## src/common/acq_cfg.svh

```systemverilog
`ifndef ACQ_CFG_SVH
`define ACQ_CFG_SVH

////////////////////
// datapath widths
`define ACQ_SAMPLE_W   12     // adc sample bits
`define ACQ_RING_AW    10     // ring address bits, 1024 samples
`define ACQ_TS_W       42     // timestamp counter bits
`define ACQ_WORD_W     64     // readout word bits
`define ACQ_WFM_W      16     // waveform number bits in header
`define ACQ_CHAN_W     4      // channel id bits in header

////////////////////
// trigger and queue
`define ACQ_PED_LOG2   4      // boxcar length is 2**4 samples
`define ACQ_FIFO_DEPTH 4      // queued trigger records

////////////////////
// word kind codes
`define ACQ_TAG_HDR    2'b01  // header word
`define ACQ_TAG_DAT    2'b10  // data word

`endif
```

## src/common/acq_pkg.sv

```systemverilog
package acq_pkg;

  `include "acq_cfg.svh"

  ////////////////////
  // sample as it leaves the adc
  typedef struct packed {
    logic                     ovr;     // over-range flag
    logic [`ACQ_SAMPLE_W-1:0] sample;  // raw code
  } adc_sample_t;

  ////////////////////
  // one queued trigger
  typedef struct packed {
    logic [`ACQ_RING_AW-1:0] addr;  // ring slot of the crossing sample
    logic [`ACQ_TS_W-1:0]    ts;    // counter value at the crossing edge
  } trig_rec_t;

  localparam int DAT_IDX_W = 16;  // sample index field in data view
  localparam int DAT_PAD_W = `ACQ_WORD_W - 2 - DAT_IDX_W - $bits(adc_sample_t);

  // header view of a readout word
  typedef struct packed {
    logic [1:0]            kind;     // ACQ_TAG_HDR
    logic [`ACQ_WFM_W-1:0] wfm_num;  // counts headers from zero
    logic [`ACQ_TS_W-1:0]  ts;       // trigger time
    logic [`ACQ_CHAN_W-1:0] chan_id;
  } hdr_view_t;

  // data view of a readout word
  typedef struct packed {
    logic [1:0]           kind;   // ACQ_TAG_DAT
    logic [DAT_IDX_W-1:0] index;  // position inside the window
    logic [DAT_PAD_W-1:0] pad;    // always zero
    adc_sample_t          smp;    // sample with its over-range bit
  } dat_view_t;

  // the kind field sits at the top of both views
  typedef union packed {
    hdr_view_t hdr;
    dat_view_t dat;
  } acq_word_u;

endpackage

```

## src/logic/window_counter.sv

```systemverilog
`timescale 1ns/1ps
`include "acq_cfg.svh"

module window_counter import acq_pkg::*; (
  input  logic                    adc_clk,
  input  logic                    arst_n,
  input  logic                    win_start,    // load a new window
  input  logic [`ACQ_RING_AW-1:0] trig_addr,    // ring slot of the crossing sample
  input  logic [`ACQ_RING_AW-1:0] pre_trig,     // samples before the crossing
  input  logic [`ACQ_RING_AW-1:0] num_samples,  // window length, zero reads as 1024
  output logic [`ACQ_RING_AW-1:0] rd_addr,
  output logic                    win_active,   // rd_addr is a window sample
  output logic                    win_last,     // last sample of the window
  output logic [`ACQ_RING_AW-1:0] win_index     // position inside the window
);

  assign win_last = win_active && (win_index == num_samples - 1'b1);

  always_ff @(posedge adc_clk or negedge arst_n) begin
    if (!arst_n) begin
      rd_addr    <= '0;
      win_index  <= '0;
      win_active <= 1'b0;
    end else if (win_start) begin
      rd_addr    <= trig_addr - pre_trig;  // wraps around the ring
      win_index  <= '0;
      win_active <= 1'b1;
    end else if (win_active) begin
      rd_addr   <= rd_addr + 1'b1;
      win_index <= win_index + 1'b1;
      if (win_last) begin
        win_active <= 1'b0;
      end
    end
  end

endmodule

```

## config.mk

```make
export PLATFORM = sky130hd
export DESIGN_NAME = window_counter
export DESIGN_NICKNAME = d
export VERILOG_FILES = /design/src/common/acq_pkg.sv /design/src/logic/window_counter.sv
export VERILOG_INCLUDE_DIRS = /design/src /design/src/common
export SDC_FILE = /design/constraint.sdc
export NUM_CORES = 1
export LEC_CHECK = 0
export ABC_CLOCK_PERIOD_IN_PS = 2500
export BUFFER_PORTS_ARGS = -buffer_cell sky130_fd_sc_hd__buf_2
export CAP_MARGIN = 10
export CORE_AREA = 5 5 93 52
export CTS_BUF_LIST = sky130_fd_sc_hd__clkbuf_16
export DETAILED_ROUTE_END_ITERATION = 6
export DIE_AREA = 0 0 98 57
export GPL_ROUTABILITY_DRIVEN = 0
export PLACE_DENSITY = 0.72
export SYNTH_ARGS = -nofsm -noshare
export SYNTH_HDL_FRONTEND = slang
export SYNTH_SLANG_ARGS = --single-unit
```

## constraint.sdc

```tcl
create_clock -name adc_clk -period 2.5 [get_ports adc_clk]
set_input_delay 0.375 -clock adc_clk [delete_from_list [all_inputs] [get_ports adc_clk]]
set_output_delay 0.375 -clock adc_clk [all_outputs]
set_load 0.02 [all_outputs]
```

==> metrics.txt <==
R2R Path Start win_index[6]; distinct cell type count after synthesis 45; clock-pin transition on the worst setup and hold timing paths ~60 ps; Root Buffer clkbuf_16; layout net count 336; via/cell ratio 5.23; fin crit period about 2500 ps; net count after synthesis around 270; gr ovfl total 0; Final Hold Vio Count 0; CP Launch Type input port; most numerous cell in the Yosys netlist inv_1; # Max-Cap Violations 0; top cells by count, synth inv_1, dfrtp_1, nand2_1, nor2_1, xnor2_1; Yosys top cell area share around 28%; final setup margin 26.4 ps; Post-synth top flop dfrtp_1; Static Leak roughly 1.1 nW; Layout area overhead 26.1%; Pwr Density about 490 nW/um2; # IOs between 50 and 60; fill count between 300 and 400; die span in y roughly 57 um; CTS H-tree lvls 1; setup slack, reg-to-reg roughly 650 ps; Synth async-reset ratio between 90% and 100%; # port buffers 54; Area contributors post-synth dfrtp_1, ha_1, xnor2_1; Initial DRT Pass Iterations 5; Worst Setup EP win_last; final setup TNS 0 ps; critical path's largest stage delay 490 ps; Inserted Diodes 0; Final Max Tran Viols 0; final period utilization 98.9%; Synth Area per Inst 8.19 um2; DRC 0; CP bufs+invs 3; Critical Path AT between 2000 and 2500 ps; Core Region 4060 um2; leading area contributor after synthesis dfrtp_1; CP max-delay cell o41ai_1; mux cell area share after synthesis approximately 1.7%; Post-Synth XOR/XNOR Area ~14%; Synth Cell Area 1870 um2; FF-to-FF path depth 6; crit path launch num_samples[2]; Max FO, Critical Path 8; DR iter-0 viols 96; CTS Hold Bufs 0; first-pass GRT wire length 7500 um; WP data required about 2100 ps; stages on the worst setup path 8; die width 98 um; routed len/inst ~13 um; ANT nets after route 0; Reg2Reg Capture Point win_active; Cells after Synth approximately 230; Worst-Skew Late Latency ~250 ps; RSZ-0062 raised after global routing true; most used cell along the critical path buf_4; Synth Area in Simple Gates 23.8%; EDFF count, synth 0; Tot GR Track Use 16.5%; vias in the first global route about 1500; register area share after synthesis 28.1%; post-DP HPWL between 3000 and 4000 um; clk buf depth 2; Vias around 1800; status finished, final reports clean; die area 5590 um2; CTS tree built; synth warn 0; clock skew 1.87 ps; delay-heaviest family, CP simple AND/OR/NAND/NOR gates; row cnt 17; total wire length approximately 4600 um; Compound-Gate Fraction of Synth Area around 17%; Setup crit end kind output port; Hold Crit Class input port to async pin; Setup CP Type input port to output port; Setup-failing EPs final 0; Starting Density between 40% and 50%; adder and majority gate portion of the synthesized area a little under a tenth; pre-CTS setup slack between 20 and 30 ps; critical-path cell list buf_2 > nor4_1 > buf_4 > nand2_1 > o41ai_1 > nand4_1 > nor2_1 > buf_4; #FFs+latches synth 21; largest net degree at the start of global routing 22; worst-margin pin slew about 550 ps; Layout Cells excl Fill 346; dpl cells between 300 and 400; Max Clock Freq about 400 MHz; Sink Count 21; layout cells sized above 1 26.3%; CTS buffer count 3; Rel. slew slack between 60% and 70%; Peak VDD IR around 0.26 mV; largest family of logic cells by synthesized area simple AND/OR/NAND/NOR gates; initial antenna violation count 0
==> worst register-to-register path, stage by stage, from the launching register on <==
cell and delay, ps:
dfrtp_1 460, xnor2_2 270, mux2_4 320, o31a_1 230
o22ai_1 100, nand4_1 140, a21o_1 220
==> worst min path at each step <==
stage,start,end,slack [ps],cells after the start
2_1_floorplan,arst_n,rd_addr[0],80,0
4_1_cts,arst_n,win_index[0],90,1
5_1_grt,arst_n,win_index[2],110,1
3_3_place_gp,arst_n,win_index[2],350,1
3_5_place_dp,arst_n,win_index[0],350,1
6_report,arst_n,win_index[0],70,1
==> final cells by class <==
cell class / count / area (um2) / share of cell area (%)
multi-input combinational: 178 / 1250 / 53.2
sequential: 21 / 526 / 22.3
timing repair buffer: 63 / 340 / 14.5
inverter: 23 / 86.3 / 3.67
clock buffer: 3 / 75.1 / 3.19
tap: 57 / 71.3 / 3.03
clock inverter: 1 / 3.75 / 0.159
==> per-layer routing <==
metal / share of wire (%) / track usage [%]
met1: 54 / 26.9
met2: 37 / 21.5
met3: 8.9 / 4.88
met4: 0.26 / 1.78
met5: 0 / 0
==> cell families after synthesis <==
group                      after synthesis
muxes                                    3
buffers and inverters                   29
xor gates and xnor gates                30
DFF                                     21
and+or+nand+nor                         85
adders and majority gates               13
AOI/OAI and AO/OA                       47
==> metrics by stage <==
step                hold WS (ps)  area, um2  power, W  util, %
floorplan                   79.4       1870  0.000683        -
global placement             355       2250  0.000811     55.3
detailed placement           350       2250  0.000819     55.3
CTS                         90.7       2330   0.00115     57.3
global route                 114       2350   0.00122     58.0
finish                      74.6       2350   0.00114     58.0
==> power breakdown <==
part / internal (W) / leakage [nW] / switching [W]
Sequential: 0.000379 / 0.261 / 0.0000479
Combinational: 0.000170 / 0.836 / 0.000221
Clock: 0.000213 / 0.0423 / 0.000114
==> timing repair <==
action	CTS	global route
endpoints found under the setup margin	0	1
resized for setup	0	8
buffers inserted	0	0
==> sequential cells by signal, indices dropped and copies added (netlist names) <==
name	flops
rd_addr	10
win_index	10
win_active	1
==> cells in the final DEF, fill, tap and decap left out, drive strengths merged, types with 3 or more instances in the layout <==
cell / n
nand2: 20
nand3: 8
nand4: 5
buf: 63
ha: 12
a21oi: 8
nor4: 6
and3: 5
nor3: 7
xor2: 13
nor2: 20
clkbuf: 3
xnor2: 17
o21ai: 13
o31ai: 3
o41ai: 3
a311oi: 3
a21o: 3
inv: 24
dfrtp: 21
nand2b: 3
or3: 3
Power figures use the tool's default switching activity.
