## src/common/acq_cfg.svh

```systemverilog
`ifndef ACQ_CFG_SVH
`define ACQ_CFG_SVH

////////////////////
// datapath widths
`define ACQ_SAMPLE_W   12     // adc sample bits
`define ACQ_RING_AW    10     // ring address bits, 1024 samples
`define ACQ_TS_W       42     // timestamp counter bits
`define ACQ_WORD_W     64     // readout word bits
`define ACQ_WFM_W      16     // waveform number bits in header
`define ACQ_CHAN_W     4      // channel id bits in header

////////////////////
// trigger and queue
`define ACQ_PED_LOG2   4      // boxcar length is 2**4 samples
`define ACQ_FIFO_DEPTH 4      // queued trigger records

////////////////////
// word kind codes
`define ACQ_TAG_HDR    2'b01  // header word
`define ACQ_TAG_DAT    2'b10  // data word

`endif
```

## src/common/acq_pkg.sv

```systemverilog
package acq_pkg;

  `include "acq_cfg.svh"

  ////////////////////
  // sample as it leaves the adc
  typedef struct packed {
    logic                     ovr;     // over-range flag
    logic [`ACQ_SAMPLE_W-1:0] sample;  // raw code
  } adc_sample_t;

  ////////////////////
  // one queued trigger
  typedef struct packed {
    logic [`ACQ_RING_AW-1:0] addr;  // ring slot of the crossing sample
    logic [`ACQ_TS_W-1:0]    ts;    // counter value at the crossing edge
  } trig_rec_t;

  localparam int DAT_IDX_W = 16;  // sample index field in data view
  localparam int DAT_PAD_W = `ACQ_WORD_W - 2 - DAT_IDX_W - $bits(adc_sample_t);

  // header view of a readout word
  typedef struct packed {
    logic [1:0]            kind;     // ACQ_TAG_HDR
    logic [`ACQ_WFM_W-1:0] wfm_num;  // counts headers from zero
    logic [`ACQ_TS_W-1:0]  ts;       // trigger time
    logic [`ACQ_CHAN_W-1:0] chan_id;
  } hdr_view_t;

  // data view of a readout word
  typedef struct packed {
    logic [1:0]           kind;   // ACQ_TAG_DAT
    logic [DAT_IDX_W-1:0] index;  // position inside the window
    logic [DAT_PAD_W-1:0] pad;    // always zero
    adc_sample_t          smp;    // sample with its over-range bit
  } dat_view_t;

  // the kind field sits at the top of both views
  typedef union packed {
    hdr_view_t hdr;
    dat_view_t dat;
  } acq_word_u;

endpackage

```

## src/logic/acq_ctrl_fsm.sv

```systemverilog
`timescale 1ns/1ps

module acq_ctrl_fsm import acq_pkg::*; (
  input  logic adc_clk,
  input  logic arst_n,
  input  logic enable_triggering,
  input  logic self_trig,          // strobe from the discriminator
  input  logic fifo_empty,
  input  logic fifo_full,
  input  logic win_last,
  output logic trig_push,          // queue the current trigger record
  output logic rec_pop,            // head record consumed
  output logic win_start,          // load the window counter
  output logic hdr_emit,           // build the header word
  output logic capture_en,         // ring keeps writing
  output logic acq_done,           // one cycle on the way to idle
  output logic acq_sm_idle
);

  typedef enum logic [2:0] {
    IDLE,
    ARMED,    // waiting for a queued record
    HEADER,   // first window cycle
    READOUT,  // rest of the window
    GAP       // spacing before the next header
  } state_t;

  state_t state;
  state_t state_nxt;

  always_ff @(posedge adc_clk or negedge arst_n) begin
    if (!arst_n) begin
      state <= IDLE;
    end else begin
      state <= state_nxt;
    end
  end

  always_comb begin
    state_nxt = state;
    win_start = 1'b0;
    hdr_emit  = 1'b0;
    rec_pop   = 1'b0;
    acq_done  = 1'b0;
    case (state)
      IDLE: begin
        if (enable_triggering) state_nxt = ARMED;
      end
      ARMED: begin
        if (!fifo_empty) begin
          win_start = 1'b1;  // head record is already visible
          state_nxt = HEADER;
        end else if (!enable_triggering && !self_trig) begin
          acq_done  = 1'b1;  // nothing queued and nothing in flight
          state_nxt = IDLE;
        end
      end
      HEADER: begin
        hdr_emit  = 1'b1;
        rec_pop   = 1'b1;  // record is read this cycle then dropped
        state_nxt = win_last ? GAP : READOUT;
      end
      READOUT: begin
        if (win_last) state_nxt = GAP;
      end
      GAP:     state_nxt = ARMED;
      default: state_nxt = IDLE;
    endcase
  end

  assign capture_en  = (state != IDLE);                       // armed or reading out
  assign trig_push   = self_trig && capture_en && !fifo_full;  // otherwise lost
  assign acq_sm_idle = (state == IDLE);

endmodule

```

## config.mk

```make
export PLATFORM = sky130hd
export DESIGN_NAME = acq_ctrl_fsm
export DESIGN_NICKNAME = d
export VERILOG_FILES = /design/src/common/acq_pkg.sv /design/src/logic/acq_ctrl_fsm.sv
export VERILOG_INCLUDE_DIRS = /design/src /design/src/common
export SDC_FILE = /design/constraint.sdc
export NUM_CORES = 1
export LEC_CHECK = 0
export ABC_AREA = 1
export BUFFER_PORTS_ARGS = -buffer_cell sky130_fd_sc_hd__buf_2
export CORE_AREA = 3 3 40 42
export CTS_CLUSTER_DIAMETER = 150
export DETAILED_ROUTE_END_ITERATION = 10
export DIE_AREA = 0 0 43 45
export PLACE_DENSITY = 0.46
export SETUP_SLACK_MARGIN = 0.5
export SYNTH_ARGS = -nofsm -noshare
export SYNTH_HDL_FRONTEND = slang
export SYNTH_SLANG_ARGS = --single-unit
```

## constraint.sdc

```tcl
create_clock -name adc_clk -period 1.1 [get_ports adc_clk]
set_input_delay 0.165 -clock adc_clk [delete_from_list [all_inputs] [get_ports adc_clk]]
set_output_delay 0.165 -clock adc_clk [all_outputs]
set_load 0.01 [all_outputs]
```

==> out/summary.txt <==
ordered cell list for the critical path -> inv_2, nand3_2, nor4_4, buf_2
maximum vdd drop -> 0.00128 V
Fmax achieved -> 0.752 GHz
DR iter-0 viols -> 1
vias in the first global route -> 268
Slowest-stage cell, CP -> dfrtp_1
sequential power share -> 15.0%
die width -> 43 um
Switching Fraction -> 41.6%
setup repair after global routing missed its margin -> true
Slew @ Worst Pin -> 0.205 ns
Synthesized Nets -> 42
most frequent cells after synthesis -> nor2_1 (7), inv_1 (6), nand2_1 (6), nand3_1 (4), dfrtp_1 (3)
# DRC -> 0
worst hold path type -> input port to flop
Avg Inst Size Synth -> 6.47 sq um
Final nets -> 70
P_int -> 830 uW
crit-path max cell delay -> 0.38 ns
Ant. Diodes -> 0
Final setup viols -> 10
Hold Fails Final Rpt -> 0
met2 Usage GRT -> 12.0%
CTS tree -> yes
grt ovf -> 0
Setup Slack @ Placement -> -0.0318 ns
GR peak layer -> met2
max-cap violations -> 0
Starting Density -> 17.6%
worst hold path depth -> 2
PortBufs -> 13
Biggest register -> state
met3 usage -> 1.20%
GR Layer Usage met1 -> 7.54%
pwr/cell area -> 2790 mW/mm^2
asr flop ratio synth -> 100%
fin. max-slew vios -> 0
initial antenna violation count -> 0
biggest regs -> state (3)
Register-to-Register Path Depth -> 8
combinational share of power -> 71.6%
top-area cell type share of the netlist area -> 33.1%
Cell variety after synth -> 14
crit path max fanout -> 4
Worst R2R Setup Slack -> -0.13 ns
sequential share of the synthesized area -> 33.1%
crit start category -> flop
WP buf/inv -> 2
max reg flops -> 3
Post-DP HPWL -> 483 um
LEAKAGE -> 0.000273 uW
Top Family by Delay on Critical Path -> flip-flops
Cells after Synth -> 35
most common flop cell mapped by yosys -> dfrtp_1
top cell type by total area after synthesis -> dfrtp_1
number of routed nets with antenna violations -> 0
Fillers -> 137
skew final -> 0.00157 ns
gr usage total -> 7.18%
Root Buffer -> clkbuf_4
CTS buffer count -> 3
largest cells by area after synthesis -> dfrtp_1 (33%), nor2_1 (12%), inv_1 (9.9%), nand2_1 (9.9%), nand3_1 (8.8%)
Area Overhead vs Synth -> 125%
chip height -> 45 um
mapped cell area -> 226 sq um
H-tree levels -> 1
top-count cell post-synth -> nor2_1
fin crit period -> 1.33 ns
Seq cells post-synth -> 3
drt pass-1 iters -> 2
final WL -> 721 um
Longest Clk Path Bufs -> 2
TritonCTS Sinks -> 3
vias -> 313
final worst path period share -> 121%
GPL Wtd Cong -> 0.740
outcome -> complete, but fails checks
Crit path arrival time -> 1.17 ns
row cnt -> 13
critical path class -> flop to output pin
Crit. End Element -> output pin
IO Count -> 14
WP depth -> 4
Power Total -> 1420 uW
Fin Hold WS -> 0.186 ns
first-pass GRT wire length -> 1000 um
Synth Warn # -> 0
core area -> 0.00128 sq mm
Worst-Skew Late Latency -> 0.23 ns
NetSw -> 592 uW
wire length per cell -> 9.36 um
die area -> 0.00194 sq mm
Slew Limit Headroom -> 86.2%
violated checks -> negative setup slack
proportion of layout cells with a drive suffix above 1 -> 71.0%
largest net degree at the start of global routing -> 5
Vias per Instance -> 4.06
Req. time, crit path -> 0.94 ns
Setup WS post-layout -> -0.230 ns
Post-synth EDFFs -> 0
Reg clk slew, reported paths -> 0.04 ns
clock network power share -> 13.4%
metrics by stage:
step | std cells | utilization [%] | area [sq um] | setup TNS [ns]
detailed placement | 65 | 27.3 | 350 | -0.0318
global route | 77 | 39.7 | 510 | -2.03
CTS | 72 | 34.3 | 440 | -1.19
global placement | 65 | 27.3 | 350 | -0.0209
finish | 77 | 39.7 | 510 | -1.53
floorplan | 35 | - | 251 | 0
metal layers:
| metal | part of all wire (%) | routed length [um] | up-vias |
|---|---|---|---|
| met1 | 39 | 278 | 145 |
| met2 | 58 | 420 | 5 |
| met5 | 0 | 0 | - |
| li1 | - | - | 163 |
| met3 | 3.2 | 23 | 0 |
| met4 | 0 | 0 | 0 |
cell type report:
cell class / instances / area (sq um) / area share [%]
Multi-Input combinational cell: 24 / 189 / 37.0
Timing Repair Buffer: 24 / 174 / 34.1
Inverter: 7 / 26.3 / 5.15
Sequential cell: 3 / 76.3 / 15.0
Clock buffer: 4 / 26.3 / 5.15
Tap cell: 15 / 18.8 / 3.68
power groups by stage:
stage	Combinational (uW)	Clock, uW	Sequential, uW
CTS	766	205	204
finish	1020	190	214
floorplan	386	0	214
global route	1110	213	214
detailed placement	616	0	200
global placement	621	0	200
cells by family (layout without fill, tap and decap cells):
logic type	after synthesis	count (layout)	synth area share (%)
AOI/OAI and AO/OA	3	3	8.84
buffers and inverters	8	35	14.9
DFF	3	3	33.1
and+or+nand+nor	21	21	43.1
cell usage in the layout, fill, tap and decap left out:
cell / netlist / layout
dfrtp_1: 3 / 2
inv_2: 1 / 3
nor2_4: 1 / 2
nand2_4: 0 / 1
buf_4: 1 / 7
nand2_2: 1 / 2
clkbuf_4: 0 / 3
nor4_4: 0 / 1
inv_1: 6 / 4
clkbuf_1: 0 / 1
o211ai_1: 1 / 1
nor2_2: 0 / 3
dfrtp_2: 0 / 1
buf_6: 0 / 5
nand2_1: 6 / 4
buf_2: 0 / 11
nand3_2: 0 / 4
o21ai_0: 1 / 1
dlygate4sd3_1: 0 / 1
a21o_1: 1 / 1
nor2_1: 7 / 3
nor3_4: 0 / 1
timing repair:
item,in CTS,in global routing
gates resized for setup,9,8
buffers inserted,2,5
setup endpoints to repair,10,10
pin swaps,5,4
endpoints found under the hold margin,3,0
hold buffers,1,0
gates cloned,0,0
path summary, 6_finish.rpt:
path                       startpoint        to
setup / recovery             state[1]  acq_done
hold / removal             fifo_empty  state[1]
setup reg to reg             state[1]  state[2]
hold reg to reg              state[2]  state[1]
max in group asynchronous      arst_n  state[0]
min in group asynchronous      arst_n  state[1]
Note: power is estimated with default switching activity, not from simulation.
