[config.mk]
export PLATFORM = sky130hd
export DESIGN_NAME = event_packer
export DESIGN_NICKNAME = d
export VERILOG_FILES = /design/src/common/acq_pkg.sv /design/src/logic/event_packer.sv
export VERILOG_INCLUDE_DIRS = /design/src /design/src/common
export SDC_FILE = /design/constraint.sdc
export NUM_CORES = 1
export LEC_CHECK = 0
export BUFFER_PORTS_ARGS = -buffer_cell sky130_fd_sc_hd__buf_2
export CORE_ASPECT_RATIO = 1.75
export CORE_MARGIN = 2
export CORE_UTILIZATION = 49
export DETAILED_ROUTE_END_ITERATION = 12
export GPL_TIMING_DRIVEN = 0
export HOLD_SLACK_MARGIN = 0.15
export PLACE_DENSITY = 0.85
export SLEW_MARGIN = 20
export SYNTH_ARGS = -nofsm -noshare
export SYNTH_HDL_FRONTEND = slang
export SYNTH_SLANG_ARGS = --single-unit
[constraint.sdc]
create_clock -name adc_clk -period 3.04 [get_ports adc_clk]
set_input_delay 0 -clock adc_clk [delete_from_list [all_inputs] [get_ports adc_clk]]
set_output_delay 0 -clock adc_clk [all_outputs]
set_load 0.01 [all_outputs]
[src/common/acq_cfg.svh]
`ifndef ACQ_CFG_SVH
`define ACQ_CFG_SVH

////////////////////
// datapath widths
`define ACQ_SAMPLE_W   12     // adc sample bits
`define ACQ_RING_AW    10     // ring address bits, 1024 samples
`define ACQ_TS_W       42     // timestamp counter bits
`define ACQ_WORD_W     64     // readout word bits
`define ACQ_WFM_W      16     // waveform number bits in header
`define ACQ_CHAN_W     4      // channel id bits in header

////////////////////
// trigger and queue
`define ACQ_PED_LOG2   4      // boxcar length is 2**4 samples
`define ACQ_FIFO_DEPTH 4      // queued trigger records

////////////////////
// word kind codes
`define ACQ_TAG_HDR    2'b01  // header word
`define ACQ_TAG_DAT    2'b10  // data word

`endif
[src/common/acq_pkg.sv]
package acq_pkg;

  `include "acq_cfg.svh"

  ////////////////////
  // sample as it leaves the adc
  typedef struct packed {
    logic                     ovr;     // over-range flag
    logic [`ACQ_SAMPLE_W-1:0] sample;  // raw code
  } adc_sample_t;

  ////////////////////
  // one queued trigger
  typedef struct packed {
    logic [`ACQ_RING_AW-1:0] addr;  // ring slot of the crossing sample
    logic [`ACQ_TS_W-1:0]    ts;    // counter value at the crossing edge
  } trig_rec_t;

  localparam int DAT_IDX_W = 16;  // sample index field in data view
  localparam int DAT_PAD_W = `ACQ_WORD_W - 2 - DAT_IDX_W - $bits(adc_sample_t);

  // header view of a readout word
  typedef struct packed {
    logic [1:0]            kind;     // ACQ_TAG_HDR
    logic [`ACQ_WFM_W-1:0] wfm_num;  // counts headers from zero
    logic [`ACQ_TS_W-1:0]  ts;       // trigger time
    logic [`ACQ_CHAN_W-1:0] chan_id;
  } hdr_view_t;

  // data view of a readout word
  typedef struct packed {
    logic [1:0]           kind;   // ACQ_TAG_DAT
    logic [DAT_IDX_W-1:0] index;  // position inside the window
    logic [DAT_PAD_W-1:0] pad;    // always zero
    adc_sample_t          smp;    // sample with its over-range bit
  } dat_view_t;

  // the kind field sits at the top of both views
  typedef union packed {
    hdr_view_t hdr;
    dat_view_t dat;
  } acq_word_u;

endpackage

[src/logic/event_packer.sv]
`timescale 1ns/1ps
`include "acq_cfg.svh"

module event_packer import acq_pkg::*; (
  input  logic                    adc_clk,
  input  logic                    arst_n,
  input  logic                    hdr_emit,
  input  trig_rec_t               head_rec,       // record being read out
  input  logic [`ACQ_CHAN_W-1:0]  channel_id,
  input  logic                    win_active,     // ring read issued this cycle
  input  logic [`ACQ_RING_AW-1:0] win_index,
  input  adc_sample_t             rd_sample,      // one cycle behind win_active
  output acq_word_u               acq_out_word,
  output logic                    acq_out_valid,  // one cycle per word
  output logic [`ACQ_WFM_W-1:0]   waveform_num    // number of the next header
);

  logic                    dat_act_q;  // rd_sample is a window sample
  logic [`ACQ_RING_AW-1:0] dat_idx_q;  // index lined up with rd_sample

  ////////////////////
  // control and strobe
  always_ff @(posedge adc_clk or negedge arst_n) begin
    if (!arst_n) begin
      dat_act_q     <= 1'b0;
      acq_out_valid <= 1'b0;
      waveform_num  <= '0;
    end else begin
      dat_act_q     <= win_active;
      acq_out_valid <= hdr_emit || dat_act_q;
      if (hdr_emit) begin
        waveform_num <= waveform_num + 1'b1;
      end
    end
  end

  ////////////////////
  // word payload
  always_ff @(posedge adc_clk) begin
    dat_idx_q <= win_index;
    if (hdr_emit) begin
      acq_out_word.hdr <= '{kind:    `ACQ_TAG_HDR,
                            wfm_num: waveform_num,
                            ts:      head_rec.ts,
                            chan_id: channel_id};
    end else if (dat_act_q) begin
      acq_out_word.dat <= '{kind:  `ACQ_TAG_DAT,
                            index: DAT_IDX_W'(dat_idx_q),  // zero extended
                            pad:   '0,
                            smp:   rd_sample};
    end
  end

endmodule

==> results.md <==
- The number of nets with antenna violations after detailed routing is 0.
- The instance area at placement is approximately 4300 um^2.
- Yosys instantiated no cell more often than sky130_fd_sc_hd__edfxtp_1.
- The worst voltage drop across the vdd grid is 0.000490 V.
- In the synthesized netlist the async set-or-reset flop fraction comes to 0.196.
- The routing usage on met1 is 0.245.
- In this run the power spent charging and discharging nets is 782 uW.
- The growth of design area from synthesis to finish is 56.0%.
- The net count of the finished layout is around 530.
- No sink is reached through more buffers than the 2 on the longest clock path.
- The commonest cells after synthesis are sky130_fd_sc_hd__edfxtp_1, sky130_fd_sc_hd__and2_1, sky130_fd_sc_hd__mux2_2, sky130_fd_sc_hd__dfrtp_1, sky130_fd_sc_hd__dfxtp_1.
- During placement, the flow inserted port buffers numbering 152.
- The cell-internal power is 2.50 mW.
- After global routing the overflow that remains totals 0.
- The startpoint of the worst setup timing path is hdr_emit.
- The post-detailed-route via-to-cell ratio is 4.88.
- The leakage dissipation is 2.49 nW.
- In this run the vertical extent of the chip is approximately 110 um.
- Entering global routing, the biggest net connects 64 pins.
- For the pin with the worst max-slew slack, the measured transition is 0.864 ns.
- The critical path is of the in -> reg type.
- The area share of the leading cell type in the synthesized netlist is 0.540.
- The first global-routing pass estimated around 13000 um of wire.
- The post-CTS resize count is 0.
- In this run the standard cell core region covers 6860 um^2.
- The number of max-capacitance violations reported is 0.
- The Yosys step of the flow raised 0 warnings.
- The count of state elements after synthesis is 92.
- The largest clock skew in the final design is 0.00517 ns.
- Of the available clock period, the critical path in the final layout requires 0.623.
- The kind of start point of the critical path is an input pin.
- The total setup violations reported at the end of the flow is 0.
- The critical hold path startpoint is win_index[6].
- CTS placed an instance of sky130_fd_sc_hd__clkbuf_16 at the clock tree root.
- For this run, the top clock speed supported by timing is 528 MHz.
- The data required time of the critical path is approximately 3.1 ns.
- The layer flagged by global routing as most heavily used is met2.
- The CTS buffer count is 9.
- The overall track demand over capacity in global routing is 0.244.
- The register area share after synthesis is 0.740.
- For this run, design rule violations remaining after detail routing come to 0.
- The clock latency at the later pin of the worst-skew pair is 0.33 ns.
- The summed area of non-filler cells in the final layout is about 5400 um^2.
- The top-level I/O count is 164.
- The number of antenna violations at the first check in global routing is 1.
- The post-synthesis cell type count is 27.
- In this run the worst path has a maximum fanout of 10.
- The average wire length per cell after detail routing is 16.9 um.
- The flow ran to the end, and the final reports show no timing, DRC or antenna violations.
- The share of power burned in combinational logic is 0.157.
- For this block, the initial DRC count from the detailed router was 194.
- The final route contains 2628 vias.
- The relative max-transition margin is 0.424.
- The die extent in x is 67.4 um.
- For this design the ratio of total power to cell area is 610 nW/um^2.
- STA puts the critical path data arrival time at 1.96 ns.
- Synthesis produced 211 cells.
- The filler cells instantiated in the layout total 393.
- The share of layout cells above drive strength 1 is 0.446.
- The class of the worst hold path is in -> reg.
- Setup repair after global routing left no endpoint under its margin.
- The worst setup path is captured at a flip-flop.
- The initial cell density of the core is 0.503.
- The share of total power dissipated in sequential elements is 0.486.
- For this run, the detailed router's first-pass iteration total came to 4.
- In the synthesized netlist the dominant register cell turns out to be sky130_fd_sc_hd__edfxtp_1.
- The met3 usage is 0.0607.
- The area of the mapped netlist is 3450 um^2.
- The routability congestion estimate is 0.750.
- By area the synthesized netlist is led by sky130_fd_sc_hd__edfxtp_1, sky130_fd_sc_hd__dfrtp_1, sky130_fd_sc_hd__mux2_2.
- The count of H-tree levels built during CTS is 3.
- The count of clock tree sinks is 92.
- The library cell occupying the most area in the post-synthesis netlist is sky130_fd_sc_hd__edfxtp_1.
- The synthesized area per cell is 16.3 um^2.
- The via count of the first global-routing pass is 2709.
- Of the total power, the share spent switching nets is 0.238.
- After legalization and detailed placement, the total HPWL measured 5480 um.
- The setup TNS after final layout is 0 ns.
- The share of total power in the clock network is 0.356.
- The net count after synthesis is 295.
- The shortest period the worst path allows is 1.89 ns.
- The final number of hold-violating endpoints was 0.
- The number of enable-type register cells in the synthesized netlist is 62.
- For this run, global-route usage on met2 was measured as 0.432.
- The worst register-to-register path begins at waveform_num[0].
- Wires add up to 9070 um.
- The overall die area is ~7700 um^2.
- The count of standard-cell rows is 40.
- Clock-pin slew was measured on the worst setup and hold paths at 0.06 ns.
- The final number of max-transition violations was 0.
- The clock tree from TritonCTS is yes.
## path summary, 6_finish.rpt
path | end | slack (ns) | cells past startpoint
worst max-delay path | acq_out_word[0] | 1.15 | 5
worst min-delay path | dat_idx_q[6] | 0.30 | 2
worst max register to register | waveform_num[12] | 1.54 | 5
worst min register to register | acq_out_word[62] | 0.47 | 1
max in group asynchronous | waveform_num[12] | 1.52 | 4
min in group asynchronous | dat_act_q | 0.66 | 3
## power groups by stage
| stage | combinational, mW | clock [mW] | sequential [mW] |
|---|---|---|---|
| 6_report | 0.516 | 1.17 | 1.60 |
| 5_1_grt | 0.564 | 1.24 | 1.61 |
| 4_1_cts | 0.512 | 1.19 | 1.59 |
| 3_5_place_dp | 0.432 | 0 | 1.61 |
| 3_3_place_gp | 0.410 | 0 | 1.61 |
| 2_1_floorplan | 0.163 | 0 | 1.66 |
## through the flow
stage	setup WS (ns)	cells	utilization	hold WS (ns)	total power, mW
2_1_floorplan	1.49	211	-	-0.296	1.82
3_3_place_gp	1.13	447	0.629	-0.0422	2.02
3_5_place_dp	1.49	447	0.629	-0.0410	2.05
4_1_cts	1.22	537	0.784	0.297	3.29
5_1_grt	1.14	538	0.784	0.298	3.42
6_report	1.15	538	0.784	0.303	3.28
## repair_timing
action	CTS	global route
hold endpoints to repair	78	0
hold buffers	74	0
buffers inserted	0	0
## area by class of cell
| class | instances | area, um^2 | area share |
|---|---|---|---|
| clock buffer | 12 | 246 | 0.0458 |
| timing repair buffer | 226 | 1500 | 0.279 |
| sequential | 92 | 2550 | 0.475 |
| inverter | 2 | 7.51 | 0.00140 |
| tap | 84 | 105 | 0.0195 |
| multi-input combinational | 109 | 848 | 0.158 |
| clock inverter | 4 | 72.6 | 0.0135 |
| antenna | 1 | 2.50 | 0.000465 |
| buffer | 8 | 41.3 | 0.00768 |
## cells in the final DEF (no fill, tap or decap), drive strengths merged, types with 7 or more instances in the layout
cell         Yosys  final
buf              4    156
dlygate4sd3      0     74
edfxtp          62     62
and2            39     39
mux2            24     24
dfrtp           18     18
clkbuf           4     16
dfxtp           12     12
xnor2           10     10
nand2            7      7
## metal layers
layer  wire [um]  part of all wire  up-vias
li1            -                 -     1218
met1        3060              0.34     1267
met2        5170              0.57      109
met3         415             0.046       34
met4         429             0.047        0
met5           0                 0        -
## kinds of logic (layout without fill, tap and decap cells)
family          Yosys count  in the layout  synth area share
compound gates            2              2           0.00363
xor+xnor                 14             14            0.0356
fa+ha+maj                 1              1           0.00363
buf+inv                  10            252            0.0142
flops                    92             92             0.740
mux                      24             24            0.0784
other cells               0              1                 0
simple gates             68             68             0.124
## worst max-delay path, stage by stage
cell	delay, ns
sky130_fd_sc_hd__dlygate4sd3_1	0.56
sky130_fd_sc_hd__buf_6	0.14
sky130_fd_sc_hd__buf_2	0.27
sky130_fd_sc_hd__mux2_2	0.38
sky130_fd_sc_hd__dlygate4sd3_1	0.60
## flip-flops by register name, indices dropped and copies added (netlist names)
register / cells
dat_idx_q: 10
acq_out_word: 64
waveform_num: 16
dat_act_q: 1
acq_out_valid: 1
(Power assumes the default switching activity.)
