<file path="config.mk">
export PLATFORM = sky130hd
export DESIGN_NAME = trig_fifo
export DESIGN_NICKNAME = d
export VERILOG_FILES = /design/src/common/acq_pkg.sv /design/src/circ_buf/trig_fifo.sv
export VERILOG_INCLUDE_DIRS = /design/src /design/src/common
export SDC_FILE = /design/constraint.sdc
export NUM_CORES = 1
export LEC_CHECK = 0
export BUFFER_PORTS_ARGS = -buffer_cell sky130_fd_sc_hd__buf_2
export CAP_MARGIN = 20
export CORE_ASPECT_RATIO = 1.4
export CORE_UTILIZATION = 35
export CTS_BUF_LIST = sky130_fd_sc_hd__clkbuf_8
export DETAILED_ROUTE_END_ITERATION = 10
export PLACE_DENSITY_LB_ADDON = 0.3
export SLEW_MARGIN = 5
export SYNTH_ARGS = -nofsm -noshare
export SYNTH_HDL_FRONTEND = slang
export SYNTH_SLANG_ARGS = --single-unit
</file>
<file path="constraint.sdc">
create_clock -name adc_clk -period 3.7 [get_ports adc_clk]
set_input_delay 0.37 -clock adc_clk [delete_from_list [all_inputs] [get_ports adc_clk]]
set_output_delay 0.37 -clock adc_clk [all_outputs]
set_load 0.02 [all_outputs]
</file>
<file path="src/common/acq_cfg.svh">
`ifndef ACQ_CFG_SVH
`define ACQ_CFG_SVH

////////////////////
// datapath widths
`define ACQ_SAMPLE_W   12     // adc sample bits
`define ACQ_RING_AW    10     // ring address bits, 1024 samples
`define ACQ_TS_W       42     // timestamp counter bits
`define ACQ_WORD_W     64     // readout word bits
`define ACQ_WFM_W      16     // waveform number bits in header
`define ACQ_CHAN_W     4      // channel id bits in header

////////////////////
// trigger and queue
`define ACQ_PED_LOG2   4      // boxcar length is 2**4 samples
`define ACQ_FIFO_DEPTH 4      // queued trigger records

////////////////////
// word kind codes
`define ACQ_TAG_HDR    2'b01  // header word
`define ACQ_TAG_DAT    2'b10  // data word

`endif
</file>
<file path="src/common/acq_pkg.sv">
package acq_pkg;

  `include "acq_cfg.svh"

  ////////////////////
  // sample as it leaves the adc
  typedef struct packed {
    logic                     ovr;     // over-range flag
    logic [`ACQ_SAMPLE_W-1:0] sample;  // raw code
  } adc_sample_t;

  ////////////////////
  // one queued trigger
  typedef struct packed {
    logic [`ACQ_RING_AW-1:0] addr;  // ring slot of the crossing sample
    logic [`ACQ_TS_W-1:0]    ts;    // counter value at the crossing edge
  } trig_rec_t;

  localparam int DAT_IDX_W = 16;  // sample index field in data view
  localparam int DAT_PAD_W = `ACQ_WORD_W - 2 - DAT_IDX_W - $bits(adc_sample_t);

  // header view of a readout word
  typedef struct packed {
    logic [1:0]            kind;     // ACQ_TAG_HDR
    logic [`ACQ_WFM_W-1:0] wfm_num;  // counts headers from zero
    logic [`ACQ_TS_W-1:0]  ts;       // trigger time
    logic [`ACQ_CHAN_W-1:0] chan_id;
  } hdr_view_t;

  // data view of a readout word
  typedef struct packed {
    logic [1:0]           kind;   // ACQ_TAG_DAT
    logic [DAT_IDX_W-1:0] index;  // position inside the window
    logic [DAT_PAD_W-1:0] pad;    // always zero
    adc_sample_t          smp;    // sample with its over-range bit
  } dat_view_t;

  // the kind field sits at the top of both views
  typedef union packed {
    hdr_view_t hdr;
    dat_view_t dat;
  } acq_word_u;

endpackage

</file>
<file path="src/circ_buf/trig_fifo.sv">
`timescale 1ns/1ps
`include "acq_cfg.svh"

module trig_fifo import acq_pkg::*; (
  input  logic      adc_clk,
  input  logic      arst_n,
  input  logic      push,
  input  trig_rec_t rec_in,
  input  logic      pop,
  output trig_rec_t head_rec,    // show-ahead head entry
  output logic      fifo_empty,
  output logic      fifo_full
);

  localparam int DEPTH = `ACQ_FIFO_DEPTH;
  localparam int PTR_W = $clog2(DEPTH);

  trig_rec_t        mem [DEPTH];
  logic [PTR_W-1:0] wr_ptr;
  logic [PTR_W-1:0] rd_ptr;
  logic [PTR_W:0]   count;  // entries held
  logic             do_push;
  logic             do_pop;

  assign do_push    = push && !fifo_full;   // push when full is dropped
  assign do_pop     = pop && !fifo_empty;
  assign fifo_empty = (count == '0);
  assign fifo_full  = (count == DEPTH[PTR_W:0]);
  assign head_rec   = mem[rd_ptr];

  always_ff @(posedge adc_clk or negedge arst_n) begin
    if (!arst_n) begin
      wr_ptr <= '0;
      rd_ptr <= '0;
      count  <= '0;
    end else begin
      if (do_push) begin
        wr_ptr <= wr_ptr + 1'b1;  // power of two depth wraps by itself
      end
      if (do_pop) begin
        rd_ptr <= rd_ptr + 1'b1;
      end
      count <= count + {{PTR_W{1'b0}}, do_push} - {{PTR_W{1'b0}}, do_pop};
    end
  end

  always_ff @(posedge adc_clk) begin
    if (do_push) begin
      mem[wr_ptr] <= rec_in;
    end
  end

endmodule

</file>
==> flow_summary.toml, run 1 <==
[cts]
cts_tree = "yes"
cts_resized = 0
clk_latency_ns = 0.49
numClockSinks = 215
cts_root_buf = "clkbuf_8"
ctsHtreeMaxLevel = 2
clkTransAtPathRegs_ns = 0.06
cts_buffer_depth = 3
post_cts_buffers = 0
cts_buffers = 36

[synth]
synth_seq_area_share_pct = 79.9
synth_cell_types = 20
yosys.area.top_type = "edfxtp_1"
yosysTopAreaCellShare_pct = 77.7
ys_warn_count = 0
syn-cell-area_mm2 = 0.00804
ys_top_cells_by_area = "edfxtp_1 78%, mux4_2 13%, dfrtp_1 2.2%, mux4_1 1.3%, buf_12 1.2%"
ys_ff_latch = 215
avgSynthCellArea_um2 = 25.7
synth_nets = 376
synth_cells = 313

[min_path]
hp-class = "in -> reg"

[layout]
fin_nets = 522
layout_commonest_cell = "edfxtp_1"
final_layout_size_suffix_gt1_share_pct = 45.2
layout_common_cells = "208 x edfxtp_1, 109 x buf_2, 48 x mux4_2"
fin_cells = 786
num_antenna_cells = 0
area.growth.synth_to_final_pct = 19.4

[run]
drv_cap = 0

[power_and_ir_drop]
power_density_mw_per_mm2 = 811
clockPowerShare_pct = 24.4
power_frac_comb_pct = 30.8
pwr-share-seq_pct = 44.8
vdd_ir_drop_max_v = 0.000338
p_sw_share_pct = 32.5
power.leakage_uw = 0.00334
p_int_uw = 5250
power_switching_uw = 2530

[drt]
first_iter_violations = 168
avgRoutedWirePerCell_um = 19.2
vias = 3669
antenna_left = 0
wirelength_um = 15100
viasPerCell = 4.67
drc = 0
drt_first_pass_iters = 4

[place]
numPortBuffers = 109
dp.cells = 721
gp_congestion = 0.735
dp_hpwl_um = 9120

[global_routing]
overflow = 0
grt_use_met3_pct = 2.81
grt_max_degree = 32
grtUsageTotal_pct = 13.5
busiest_layer = "met2"
grt_pass1_vias = 4207
grt_pass1_wl_um = 23500
antenna_found_initial = 1
use_met1_pct = 16.2
met2_usage_pct = 23.4

[sta]
tightest_slew_ns = 0.912
fmax_ghz = 0.364
timing.setup.tns_ns = 0
finalHoldViolCount = 0
rsz0062_at_grt = "false"
setup_viol = 0
relSlewSlack_pct = 39.2
finalCritPeriodShare_pct = 74.3
layout_min_cycle_time_ns = 2.75
skew_ns = 0.00815
slew_viol_final = 0

[critical_path]
crit_family = "flip-flops"
crit_path_max_fanout = 27
worstSetupStartpointType = "flop"
crit_chain = "buf_4, mux4_2, buf_2"
cp.required_ns = 3.33
cp_slowest_cell = "dfrtp_4"
critPathKind = "reg -> out"
cp.arrival_ns = 2.38
r2r_slack_ns = 1.45
end_kind = "primary output"
max_stage_delay_ns = 0.77
critPathBufInv = 2

[die]
die_area_mm2 = 0.0236
coreArea_mm2 = 0.0225
die_h_um = 181
ios = 110
fp.dieW_um = 130
fp-row-count = 65
floorplan.initialDensity_pct = 35.7

[run_status]
status = "finished, final reports clean"
[kinds of logic (layout without fill, tap and decap cells)]
family | after synthesis | after routing | share of synthesized area [%]
AO/OA/AOI/OAI | 4 | 4 | 0.389
flip-flops | 215 | 215 | 79.9
multiplexers | 52 | 52 | 14.8
buffers and inverters | 18 | 190 | 2.04
adder cells (fa/ha/maj) | 7 | 7 | 1.18
AND/OR/NAND/NOR | 13 | 13 | 1.29
XOR/XNOR | 4 | 4 | 0.436
[area by class of cell]
type,instances,area [um2]
clock buffer,37,509
clock inverter,27,140
fill,1971,12900
inverter,6,22.5
multi-input combinational,80,1460
sequential,215,6430
tap,301,377
timing repair buffer,120,668
[worst paths after layout]
path                            startpoint          end  cells past startpoint
worst max-delay path             rd_ptr[0]  head_rec[8]                      3
worst min-delay path            rec_in[29]   mem[0][29]                      1
worst max register to register    count[2]   mem[0][24]                      3
worst min register to register   wr_ptr[1]    wr_ptr[1]                      2
max in group asynchronous           arst_n    rd_ptr[0]                      2
min in group asynchronous           arst_n    wr_ptr[0]                      2
[flip-flops by register name (all words and copies together), names as in the netlist]
register,flops
mem,208
wr_ptr,2
count,3
rd_ptr,2
[metrics by stage]
stage / instance area (um2) / power, uW / setup WS (ns) / hold WS (ns) / utilization (%)
6_report: 9600 / 7780 / 0.952 / 0.0889 / 42.6
5_1_grt: 9600 / 8210 / 0.743 / 0.0586 / 42.6
4_1_cts: 9600 / 7950 / 0.818 / 0.0533 / 42.6
3_5_place_dp: 8940 / 6030 / 1.38 / 0.217 / 39.7
3_3_place_gp: 8940 / 5950 / 1.41 / 0.207 / 39.7
2_1_floorplan: 8040 / 5250 / 1.26 / 0.0744 / -
[layer usage]
metal | vias to the layer above | part of all wire [%]
li1 | 1638 | -
met1 | 1925 | 41
met2 | 81 | 52
met3 | 25 | 3.8
met4 | 0 | 2.5
met5 | - | 0
[power groups by stage]
stage,registers [uW],clock network (uW),logic [uW]
floorplan,3370,0,1880
global placement,3520,0,2430
detailed placement,3560,0,2470
CTS,3510,1970,2470
global route,3550,2070,2590
finish,3480,1900,2400
[Yosys cell counts]
cell,instances
edfxtp_1,208
mux4_2,48
dfrtp_1,7
buf_2,6
ha_1,6
inv_1,6
buf_12,5
and3b_1,4
mux4_1,4
nand2b_1,4
xnor2_1,4
nand4bb_1,2
o211ai_1,2
buf_6,1
fa_1,1
nand2_1,1
nor3_1,1
nor3b_2,1
o311ai_0,1
o31ai_1,1
[repair_timing]
| item | in CTS | in global routing |
|---|---|---|
| endpoints found under the hold margin | 7 | 0 |
| setup endpoints to repair | 0 | 0 |
| hold buffers | 1 | 0 |
Power figures use the tool's default switching activity.
==> inputs of run 2 (changes only) <==
Clock period 3.7 ns to 2.8 ns, I/O delays scaled along.
==> flow_summary.toml, run 2 (synthesis results as in run 1) <==
[run_status]
status = "finished, final reports clean"

[min_path]
hp-class = "in -> reg"
hold_path_startpoint = "pop"
worstHoldPathCells = 3
whs_endpoint = "rd_ptr[0]"

[global_routing]
grt_pass1_vias = 4283
grtUsageTotal_pct = 13.2
grt_pass1_wl_um = 23400
grt_max_degree = 31
overflow = 0
use_met1_pct = 15.8
antenna_found_initial = 0
grt_use_met3_pct = 2.19
met2_usage_pct = 23.4
busiest_layer = "met2"

[sta]
finalHoldViolCount = 0
skew_ns = 0.0108
layout_min_cycle_time_ns = 2.49
rsz0062_at_grt = "false"
tightest_slew_ns = 0.828
finalCritPeriodShare_pct = 89.1
relSlewSlack_pct = 44.8
fmax_ghz = 0.401
setup_viol = 0
timing.setup.tns_ns = 0
slew_viol_final = 0
holdWs_ns = 0.0614

[drt]
viasPerCell = 4.61
drc = 0
vias = 3806
wirelength_um = 14900
antenna_left = 0
drt_first_pass_iters = 4
first_iter_violations = 171
avgRoutedWirePerCell_um = 18.0

[critical_path]
cp_slowest_cell = "dfrtp_4"
worstSetupStartpointType = "flop"
cp.arrival_ns = 2.21
end_kind = "primary output"
r2r-end = "mem[3][1]"
cp.required_ns = 2.52
crit_chain = "buf_4, mux4_2, buf_2"
max_stage_delay_ns = 0.64
r2r_cells = 3
r2r_slack_ns = 0.63
crit_path_max_fanout = 15
critPathKind = "reg -> out"
r2r-start = "count[2]"

[power_and_ir_drop]
p_sw_share_pct = 32.3
power_switching_uw = 3220
power.leakage_uw = 0.00350
p_int_uw = 6750
power_density_mw_per_mm2 = 995
pwr-share-seq_pct = 45.1
power_frac_comb_pct = 34.3
clockPowerShare_pct = 20.6
vdd_ir_drop_max_v = 0.000357

[cts]
clkTransAtPathRegs_ns = 0.06
cts_root_buf = "clkbuf_8"
cts_tree = "yes"
numClockSinks = 215
clk_latency_ns = 0.54
ctsHtreeMaxLevel = 1
cts_buffer_depth = 3
cts_buffers = 30

[layout]
largest_reg_flops = 208
layout_commonest_cell = "edfxtp_1"
area.sequential_mm2 = 0.00643
num_antenna_cells = 0
final_util_pct = 44.5
fin_cells = 826
fin_nets = 570
final_layout_size_suffix_gt1_share_pct = 39.6
area.growth.synth_to_final_pct = 24.6
fillCellCount = 1959
multi_input_area_mm2 = 0.00146
regMostFlops = "mem"
layout_common_cells = "208 x edfxtp_1, 109 x buf_2, 53 x dlygate4sd3_1"
reg_top3 = "mem x208, count x3"

[place]
dp.cells = 722
numPortBuffers = 109
dp_hpwl_um = 8750
gp_congestion = 0.676

[die]
floorplan.initialDensity_pct = 35.7
ios = 110
die_area_mm2 = 0.0236
coreArea_mm2 = 0.0225
fp.dieW_um = 130
fp-row-count = 65
die_h_um = 181

[run]
drv_cap = 0
[run 2: cell count changes in the layout (fill, tap and decap cells not counted)]
cell,before,now
clkinv_1,9,7
buf_12,3,4
buf_16,0,1
bufinv_16,1,0
clkinv_2,6,1
dlygate4sd3_1,1,53
clkbuf_8,37,31
inv_6,1,0
inv_1,16,17
[run 2: how the worst max path moves through the flow]
stage               startpoint           end  slack [ns]  cells past startpoint
finish               rd_ptr[0]  head_rec[36]        0.31                      3
global route         rd_ptr[0]  head_rec[36]        0.15                      3
CTS                  rd_ptr[0]  head_rec[36]        0.19                      3
detailed placement    count[2]    mem[3][27]        0.57                      3
global placement     rd_ptr[0]  head_rec[36]        0.60                      3
floorplan             count[2]     mem[0][0]        0.36                      2
[run 2: power by group through the flow]
| stage | registers [uW] | logic [uW] | clock network, uW |
|---|---|---|---|
| CTS | 4510 | 3530 | 2160 |
| detailed placement | 4630 | 3350 | 0 |
| floorplan | 4450 | 2490 | 0 |
| global route | 4560 | 3700 | 2250 |
| global placement | 4590 | 3330 | 0 |
| finish | 4500 | 3420 | 2050 |
[run 2: metal layers]
| layer | part of all wire (%) | vias up |
|---|---|---|
| met5 | 0 | - |
| met2 | 53 | 93 |
| met1 | 40 | 1969 |
| met3 | 4.5 | 22 |
| met4 | 2.2 | 0 |
| li1 | - | 1722 |
[run 2: timing repair]
action / 4_1_cts / 5_1_grt
endpoints found under the setup margin: 1 / 0
resized for setup: 0 / 0
hold buffers: 53 / 0
setup buffers: 1 / 0
endpoints found under the hold margin: 215 / 0
[run 2: through the flow]
stage / cell area, um2 / power [uW] / setup slack (ns)
2_1_floorplan: 8040 / 6940 / 0.365
3_3_place_gp: 8960 / 7910 / 0.596
3_5_place_dp: 8960 / 7980 / 0.565
4_1_cts: 10000 / 10200 / 0.193
5_1_grt: 10000 / 10500 / 0.154
6_report: 10000 / 9970 / 0.305
[run 2: cell type report]
cell class	count	area share [%]
Clock buffer	31	4.26
Clock inverter	19	0.724
Inverter	6	0.225
Multi-Input combinational cell	80	14.5
Sequential cell	215	64.2
Tap cell	301	3.76
Timing Repair Buffer	174	12.3
[run 2: critical path, delay by kind of cell (launching register included)]
kind     cells  cell delay [ns]
mux          1             0.54
flops        1             0.64
buf+inv      2             0.51
